## config.mk

```make
export PLATFORM = sky130hd
export DESIGN_NAME = emmc_link_top
export DESIGN_NICKNAME = d
export VERILOG_FILES = /design/src/emmc_link_pkg.sv /design/src/bitslip_ctrl.sv /design/src/emmc_link_top.sv /design/src/rx_word_aligner.sv /design/src/tx_lane_packer.sv
export VERILOG_INCLUDE_DIRS = /design/src
export SDC_FILE = /design/constraint.sdc
export NUM_CORES = 1
export LEC_CHECK = 0
export ABC_AREA = 0
export BUFFER_PORTS_ARGS = -buffer_cell sky130_fd_sc_hd__buf_2
export CAP_MARGIN = 20
export CELL_PAD_IN_SITES_DETAIL_PLACEMENT = 1
export CELL_PAD_IN_SITES_GLOBAL_PLACEMENT = 2
export CORE_MARGIN = 2
export CORE_UTILIZATION = 36
export DETAILED_ROUTE_END_ITERATION = 8
export GPL_TIMING_DRIVEN = 0
export MAX_ROUTING_LAYER = met4
export PLACE_DENSITY = 0.94
export SLEW_MARGIN = 30
export SYNTH_ARGS = -nofsm -noshare
export SYNTH_HDL_FRONTEND = slang
export SYNTH_SLANG_ARGS = --single-unit
```

## constraint.sdc

```tcl
create_clock -name txclk_div -period 2.43 [get_ports txclk_div]
set_input_delay 0.243 -clock txclk_div [delete_from_list [all_inputs] [get_ports txclk_div]]
set_output_delay 0.243 -clock txclk_div [all_outputs]
set_load 0.1 [all_outputs]
```

## src/emmc_link_defs.svh

```systemverilog
`ifndef EMMC_LINK_DEFS_SVH
`define EMMC_LINK_DEFS_SVH

// Parallel word width on both serializer lanes
`define LANE_W 8

// Slip offset covers every bit position of one lane word
`define SLIP_W 3

// Clock lane training word, 11000011 as sent by the remote end
`define TRAIN_PATTERN 8'hC3

// Idle cycles after a bitslip strobe before the clock word is judged again
// The aligner needs 2 cycles until the new offset shows at its output
`define SLIP_WAIT 2

// SD data bus width carried in the data lane word
`define SD_DAT_W 4

// Data lane bit positions
`define DAT_BIT_CMD   0 // cmd_o on transmit, cmd_i on receive
`define DAT_BIT_CMD_T 1 // Command output enable
`define DAT_BIT_DAT_T 2 // Data output enable
`define DAT_BIT_DAT   3 // Lowest bit of sd_dat_o on transmit

`endif

```

## src/emmc_link_pkg.sv

```systemverilog
`include "emmc_link_defs.svh"

package emmc_link_pkg;

   // One parallel word on a lane, bit 0 is the first bit on the wire
   typedef logic [`LANE_W-1:0] lane_word_t;

   // Bitslip hunt states
   typedef enum logic [1:0] {
      BS_CHECK  = 2'd0, // Judge the aligned clock word
      BS_SLIP   = 2'd1, // One cycle bitslip strobe
      BS_WAIT   = 2'd2, // Let the new offset reach the aligner output
      BS_LOCKED = 2'd3  // Training word seen, lanes usable
   } bitslip_state_t;

   // Width of the wait counter in BS_WAIT
   localparam int unsigned SLIP_WAIT_CNT_W = 2;

   // Value of the wait counter on the last wait cycle
   localparam logic [SLIP_WAIT_CNT_W-1:0] SLIP_WAIT_LAST =
      SLIP_WAIT_CNT_W'(`SLIP_WAIT - 1);

endpackage

```

## src/bitslip_ctrl.sv

```systemverilog
`timescale 1ns/1ps

`include "emmc_link_defs.svh"

module bitslip_ctrl (
   input  logic                       txclk_div,
   input  logic                       rst,
   input  emmc_link_pkg::lane_word_t  algn_clk_word, // Clock lane from the aligner
   output logic                       bitslip,       // One cycle slip strobe
   output logic                       aligned        // Training word locked
);

   emmc_link_pkg::bitslip_state_t state;      // Current hunt state
   emmc_link_pkg::bitslip_state_t state_nxt;  // Next hunt state
   logic [emmc_link_pkg::SLIP_WAIT_CNT_W-1:0] wait_cnt; // Cycles spent in BS_WAIT
   logic                                      ptrn_ok;  // Clock word is the training word

   assign ptrn_ok = (algn_clk_word == `TRAIN_PATTERN);

   // State register
   always_ff @(posedge txclk_div) begin
      if (!rst) begin
         state <= emmc_link_pkg::BS_CHECK;
      end else begin
         state <= state_nxt;
      end
   end

   // Wait counter, restarts on every entry into BS_WAIT
   always_ff @(posedge txclk_div) begin
      if (!rst) begin
         wait_cnt <= '0;
      end else if (state == emmc_link_pkg::BS_WAIT) begin
         wait_cnt <= wait_cnt + 1'b1;
      end else begin
         wait_cnt <= '0;
      end
   end

   // Hunt sequence is CHECK, SLIP, WAIT, WAIT so one attempt takes 4 cycles
   always_comb begin
      state_nxt = state;
      case (state)
         emmc_link_pkg::BS_CHECK: begin
            if (ptrn_ok) begin
               state_nxt = emmc_link_pkg::BS_LOCKED;
            end else begin
               state_nxt = emmc_link_pkg::BS_SLIP;
            end
         end
         emmc_link_pkg::BS_SLIP: begin
            state_nxt = emmc_link_pkg::BS_WAIT; // Strobe lasts one cycle only
         end
         emmc_link_pkg::BS_WAIT: begin
            // Aligner output carries the new offset by the last wait cycle
            if (wait_cnt == emmc_link_pkg::SLIP_WAIT_LAST) begin
               state_nxt = emmc_link_pkg::BS_CHECK;
            end
         end
         emmc_link_pkg::BS_LOCKED: begin
            // Lost the pattern, slip at once instead of judging again
            if (!ptrn_ok) begin
               state_nxt = emmc_link_pkg::BS_SLIP;
            end
         end
         default: begin
            state_nxt = emmc_link_pkg::BS_CHECK;
         end
      endcase
   end

   assign bitslip = (state == emmc_link_pkg::BS_SLIP);

   // Falls in the very cycle the clock word goes wrong
   assign aligned = (state == emmc_link_pkg::BS_LOCKED) && ptrn_ok;

   // Worst case is 8 attempts of 4 cycles before the offset wraps back
   // A wrong training word on the wire never locks and keeps slipping

endmodule

```

## src/emmc_link_top.sv

```systemverilog
`timescale 1ns/1ps

`include "emmc_link_defs.svh"

module emmc_link_top (
   input  logic                       txclk_div,   // Divided lane clock
   input  logic                       rst,         // Synchronous, active low

   // Host side transmit signals
   input  logic                       cmd_o,
   input  logic                       cmd_t,
   input  logic                       sd_dat_t,
   input  logic [`SD_DAT_W-1:0]       sd_dat_o,

   // Unaligned words from the deserializers
   input  emmc_link_pkg::lane_word_t  rx_clk_word,
   input  emmc_link_pkg::lane_word_t  rx_dat_word,

   // Words towards the serializers
   output emmc_link_pkg::lane_word_t  tx_clk_word,
   output emmc_link_pkg::lane_word_t  tx_dat_word,

   // Host side receive signals
   output logic                       cmd_i,
   output logic [`SD_DAT_W-1:0]       sd_dat_i,
   output logic                       aligned      // cmd_i and sd_dat_i valid
);

   emmc_link_pkg::lane_word_t algn_clk_word; // Clock lane after the barrel shift
   emmc_link_pkg::lane_word_t algn_dat_word; // Data lane, same shift as clock lane
   logic                      bitslip;       // One cycle slip request

   // Transmit side, one cycle from host pins to lane word
   tx_lane_packer u_tx_lane_packer (
      .txclk_div   (txclk_div),
      .rst         (rst),
      .cmd_o       (cmd_o),
      .cmd_t       (cmd_t),
      .sd_dat_t    (sd_dat_t),
      .sd_dat_o    (sd_dat_o),
      .tx_clk_word (tx_clk_word),
      .tx_dat_word (tx_dat_word)
   );

   // Receive side barrel shifter, both lanes share one offset
   rx_word_aligner u_rx_word_aligner (
      .txclk_div     (txclk_div),
      .rst           (rst),
      .rx_clk_word   (rx_clk_word),
      .rx_dat_word   (rx_dat_word),
      .bitslip       (bitslip),
      .algn_clk_word (algn_clk_word),
      .algn_dat_word (algn_dat_word)
   );

   // Hunts for the training word on the aligned clock lane
   bitslip_ctrl u_bitslip_ctrl (
      .txclk_div     (txclk_div),
      .rst           (rst),
      .algn_clk_word (algn_clk_word),
      .bitslip       (bitslip),
      .aligned       (aligned)
   );

   // Unpack the receive word
   // Remote end packs the command in bit 0 and the data nibble right above it
   assign cmd_i    = algn_dat_word[`DAT_BIT_CMD];
   assign sd_dat_i = algn_dat_word[`SD_DAT_W:1]; // Bits 4..1

   // Bits 7..5 of the receive word carry no host signal

endmodule

```

## src/rx_word_aligner.sv

```systemverilog
`timescale 1ns/1ps

`include "emmc_link_defs.svh"

module rx_word_aligner (
   input  logic                       txclk_div,
   input  logic                       rst,
   input  emmc_link_pkg::lane_word_t  rx_clk_word,   // Raw clock lane word
   input  emmc_link_pkg::lane_word_t  rx_dat_word,   // Raw data lane word
   input  logic                       bitslip,       // Single cycle strobe
   output emmc_link_pkg::lane_word_t  algn_clk_word, // Shifted clock lane word
   output emmc_link_pkg::lane_word_t  algn_dat_word  // Shifted data lane word
);

   emmc_link_pkg::lane_word_t prev_clk_word; // Raw clock word of the last cycle
   emmc_link_pkg::lane_word_t prev_dat_word; // Raw data word of the last cycle
   logic [`SLIP_W-1:0]        slip_ofs;      // Shared bit offset into the window
   emmc_link_pkg::lane_word_t clk_shift;     // Window slice, clock lane
   emmc_link_pkg::lane_word_t dat_shift;     // Window slice, data lane

   // Picks LANE_W bits starting at ofs out of the two word window
   // The current word sits above the previous one, older bits are lower
   function automatic emmc_link_pkg::lane_word_t slice_window(
      input emmc_link_pkg::lane_word_t cur,
      input emmc_link_pkg::lane_word_t prev,
      input logic [`SLIP_W-1:0]        ofs
   );
      logic [2*`LANE_W-1:0] win;
      win          = {cur, prev};
      slice_window = win[ofs +: `LANE_W];
   endfunction

   // One word of history per lane
   always_ff @(posedge txclk_div) begin
      prev_clk_word <= rx_clk_word;
      prev_dat_word <= rx_dat_word;
   end

   // Each strobe moves the window up by one bit, wraps after LANE_W slips
   always_ff @(posedge txclk_div) begin
      if (!rst) begin
         slip_ofs <= '0;
      end else if (bitslip) begin
         slip_ofs <= slip_ofs + 1'b1; // Modulo 8 by width
      end
   end

   // Same offset on both lanes keeps data locked to the clock lane
   always_comb begin
      clk_shift = slice_window(rx_clk_word, prev_clk_word, slip_ofs);
      dat_shift = slice_window(rx_dat_word, prev_dat_word, slip_ofs);
   end

   // Output register, so a new offset shows 2 cycles after its strobe
   always_ff @(posedge txclk_div) begin
      if (!rst) begin
         algn_clk_word <= '0;
         algn_dat_word <= '0;
      end else begin
         algn_clk_word <= clk_shift;
         algn_dat_word <= dat_shift;
      end
   end

   // At offset 0 the output is just the previous raw word
   // At offset 7 it takes 1 bit from the previous word and 7 from the current one
   // A slip attempt never loses a word, the lanes keep flowing every cycle

endmodule

```

## src/tx_lane_packer.sv

```systemverilog
`timescale 1ns/1ps

`include "emmc_link_defs.svh"

module tx_lane_packer (
   input  logic                       txclk_div,
   input  logic                       rst,
   input  logic                       cmd_o,       // Command bit
   input  logic                       cmd_t,       // Command output enable
   input  logic                       sd_dat_t,    // Data output enable
   input  logic [`SD_DAT_W-1:0]       sd_dat_o,    // Data nibble
   output emmc_link_pkg::lane_word_t  tx_clk_word, // Training word for the clock lane
   output emmc_link_pkg::lane_word_t  tx_dat_word  // Packed data word
);

   emmc_link_pkg::lane_word_t dat_pack; // Combinational packing of the host pins

   // Bit order 0 cmd_o, 1 cmd_t, 2 sd_dat_t, 6..3 sd_dat_o, 7 spare
   always_comb begin
      dat_pack                                       = '0;
      dat_pack[`DAT_BIT_CMD]                         = cmd_o;
      dat_pack[`DAT_BIT_CMD_T]                       = cmd_t;
      dat_pack[`DAT_BIT_DAT_T]                       = sd_dat_t;
      dat_pack[`DAT_BIT_DAT +: `SD_DAT_W]            = sd_dat_o;
   end

   // Data word register, 1 cycle latency from the host pins
   always_ff @(posedge txclk_div) begin
      if (!rst) begin
         tx_dat_word <= '0;
      end else begin
         tx_dat_word <= dat_pack;
      end
   end

   // Clock lane runs the training word as soon as reset is gone
   always_ff @(posedge txclk_div) begin
      if (!rst) begin
         tx_clk_word <= '0; // Quiet lane while in reset
      end else begin
         tx_clk_word <= `TRAIN_PATTERN;
      end
   end

endmodule

```

==> metrics.log <==
[metrics] count of cells along the worst hold path: 1
[metrics] number of cells produced by synthesis: 174
[metrics] EDFF count, synth: 0
[metrics] clock network latency to the later pin of the worst-skew pair: 0.29 ns
[metrics] number of standard-cell rows in the floorplan: 26
[metrics] number of top-level pins: 47
[metrics] area fraction of the dominant cell type after synthesis: between 40% and 50%
[metrics] Yosys warning count: 0
[metrics] synthesized flop and latch total: 44
[metrics] Setup crit end kind: primary output
[metrics] detail-routed net length per standard cell: 13.4 um
[metrics] setup repair after global routing missed its margin: false
[metrics] Sequential Area: 881 um2
[metrics] synth unique cells: 34
[metrics] leakage power: 1.08 nW
[metrics] area fraction in compound gates after synthesis: under 10%
[metrics] starting DRC count in detailed routing: 15
[metrics] number of endpoints with negative hold slack in the final report: 0
[metrics] buffer cell driving the clock tree root: sky130_fd_sc_hd__clkbuf_8
[metrics] area added between synthesis and finish: 24.2%
[metrics] most used flip-flop cell after synthesis: sky130_fd_sc_hd__dfxtp_1
[metrics] maximum clock path buffer count: 2
[metrics] Avg Cell Area, Syn: 11.1 um2
[metrics] hpwl dp: around 3000 um
[metrics] Net count, final: ~260
[metrics] # port buffers: 41
[metrics] sink count of the clock tree: 44
[metrics] maximum fanout count along the critical path: 4
[metrics] clock tree from TritonCTS: done
[metrics] synth cell count leaders: sky130_fd_sc_hd__dfxtp_1, sky130_fd_sc_hd__nor2_1, sky130_fd_sc_hd__mux2_2
[metrics] adder-cell area share of the yosys netlist: 3.89%
[metrics] vias in the first global route: 1426
[metrics] peak clock frequency supported by timing: 563 MHz
[metrics] Syn Std Cell Area: between 1500 and 2000 um2
[metrics] total die area: between 5000 and 6000 um2
[metrics] die boundary width: 77.2 um
[metrics] worst hold path startpoint: rx_clk_word[7]
[metrics] xor and xnor fraction of the mapped netlist area: less than 1%
[metrics] final setup vio count: 0
[metrics] pin count of the biggest net entering global routing: 15
[metrics] fill cell instance count of the final layout: roughly 600
[metrics] total area of multi-input combinational cells: 905 um2
[metrics] number of H-tree branching levels: 2
[metrics] Power Dens Cells: between 1000 and 1500 nW/um2
[metrics] cell depth of the worst flop-to-flop path: 5
[metrics] data required time at the worst endpoint: 2.19 ns
[metrics] share of the core filled with cells: around 47%
[metrics] main combinational cell family by area after synthesis: multiplexers
[metrics] minimum clock period: 1.78 ns
[metrics] post_cts resized: 0
[metrics] Max Cap Violations: 0
[metrics] remaining design rule violation count: 0
[metrics] run status: complete, no violations
[metrics] clk slew on worst S/H paths: about 0.08 ns
[metrics] timing startpoint of the critical path: u_rx_word_aligner.algn_clk_word[2]
[metrics] global-route wire length before repair: 6810 um
[metrics] maximum resistive drop on vdd: approximately 690 uV
[metrics] CP startpoint kind: flip-flop
[metrics] data arrival time of the critical path: ~1.5 ns
[metrics] number of antenna-violating nets in the routed design: 0
[metrics] classification of the worst-slack hold path: input pin to flip-flop
[metrics] GRT Overall Usage: 14.9%
[metrics] final RePlAce weighted congestion: 0.852
[metrics] largest cells by area after synthesis: sky130_fd_sc_hd__dfxtp_1, sky130_fd_sc_hd__mux2_2, sky130_fd_sc_hd__nor2_1
[metrics] antenna diode instance count: 0
[metrics] overflow left after global routing: 0
[metrics] share of synthesized area spent on multiplexers: 20.4%
[metrics] antenna violations before repair: 0
[metrics] Tcrit/Tclk final: about three quarters
[metrics] total via count in the routed design: between 1000 and 1500
[metrics] height of the chip: 77.2 um
[metrics] reg-to-reg startpoint: u_rx_word_aligner.slip_ofs[1]
[metrics] WL final: between 3000 and 4000 um
[metrics] clock buffer count from CTS: 5
[metrics] class of the most critical setup path: flip-flop to primary output
[metrics] top cell type by total area after synthesis: sky130_fd_sc_hd__dfxtp_1
[metrics] setup TNS after final layout: 0 ns
[metrics] final slew viol count: 0
[metrics] clk_skew: 0.00364 ns
[metrics] Core Footprint: 5140 um2
[metrics] number of optimization iterations in the first detailed-route pass: 4
[metrics] detailed-route vias per instance: 4.71
[metrics] share of cells above drive strength 1: 38.3%
[metrics] relative max-transition margin: between 60% and 70%
[metrics] hold_buf cts: 0
[metrics] Starting Density: 37.6%
[metrics] Async S/R FF share, synth: 0%
[metrics] cell with the most instances after synthesis: sky130_fd_sc_hd__dfxtp_1
[metrics] Slew @ Worst Pin: around 0.5 ns
[metrics] buffer count from post-CTS setup fixing: 0
[metrics] simple logic cell fraction of the synthesized area: about an eighth
[metrics] sequential element share of the synthesized area: 45.6%
[kinds of logic after synthesis]
group,Yosys count
adder cells (fa/ha/maj),6
flip-flops,44
multiplexers,32
buffers and inverters,23
XOR/XNOR,2
other,1
AND/OR/NAND/NOR,47
AO/OA/AOI/OAI,19
[worst max-delay path: stages (launching register included)]
cell and delay [ns]:
sky130_fd_sc_hd__dfxtp_1 0.30, sky130_fd_sc_hd__and4bb_2 0.33, sky130_fd_sc_hd__and3_1 0.18, sky130_fd_sc_hd__buf_2 0.43
[final timing paths]
check,endpoint,slack (ns)
max,aligned,0.65
min,u_rx_word_aligner.prev_clk_word[7],0.04
max reg2reg,u_rx_word_aligner.algn_clk_word[5],0.93
min reg2reg,u_bitslip_ctrl.wait_cnt[0],0.43
[layer usage]
metal / up-vias / routed length (um) / global-route usage [%]
li1: 696 / - / -
met1: 660 / 1720 / 17.2
met2: 36 / 2040 / 25.2
met3: 7 / 175 / 3.65
met4: 0 / 46 / 5.36
met5: - / 0 / -
[final cells by class]
| class | instances | area share, % |
|---|---|---|
| Buffer | 17 | 5.74 |
| Clock buffer | 5 | 2.87 |
| Clock inverter | 3 | 3.76 |
| Inverter | 6 | 0.939 |
| Multi-Input combinational cell | 111 | 37.7 |
| Sequential cell | 44 | 36.7 |
| Tap cell | 70 | 3.65 |
| Timing Repair Buffer | 41 | 8.56 |
[cell usage in the layout, fill, tap and decap left out, types with 4 or more instances in the layout]
cell                       netlist  routed
sky130_fd_sc_hd__mux2_2         11      11
sky130_fd_sc_hd__o32ai_1        10      10
sky130_fd_sc_hd__mux2i_1         9       9
sky130_fd_sc_hd__clkbuf_8        0       5
sky130_fd_sc_hd__nand2_1         4       4
sky130_fd_sc_hd__inv_1           5       5
sky130_fd_sc_hd__nor2_1         25      25
sky130_fd_sc_hd__and2_1          7       7
sky130_fd_sc_hd__mux2_4          6       6
sky130_fd_sc_hd__dfxtp_1        44      44
sky130_fd_sc_hd__mux2_1          4       4
sky130_fd_sc_hd__conb_1          1       5
sky130_fd_sc_hd__buf_2           1      42
sky130_fd_sc_hd__buf_4           9       9
sky130_fd_sc_hd__ha_1            6       6
[where the power goes]
part | total [mW] | internal (mW) | switching, mW | leakage (nW)
registers | 0.867 | 0.826 | 0.0411 | 0.367
clock network | 0.765 | 0.514 | 0.251 | 0.0784
logic | 1.07 | 0.405 | 0.666 | 0.637
[flip-flops by register name, indices dropped and copies added, names as in the netlist]
name and cells:
u_bitslip_ctrl.wait_cnt 2, u_rx_word_aligner.slip_ofs 3, u_rx_word_aligner.prev_dat_word 8, u_rx_word_aligner.prev_clk_word 8, u_tx_lane_packer.tx_dat_word 7, u_tx_lane_packer.tx_clk_word 1, u_bitslip_ctrl.state 2, u_rx_word_aligner.algn_dat_word 5
u_rx_word_aligner.algn_clk_word 8
[through the flow]
stage          hold slack (ns)  instances  area (um2)  setup slack [ns]  power, mW
2_1_floorplan            0.271        178        1950             0.660       1.77
3_3_place_gp             0.346        289        2240             0.949       1.94
3_5_place_dp             0.347        289        2240             0.931       1.96
4_1_cts                 0.0356        297        2400             0.643       2.74
5_1_grt                 0.0280        297        2400             0.578       2.85
6_report                0.0421        297        2400             0.652       2.70
(Power assumes the default switching activity.)
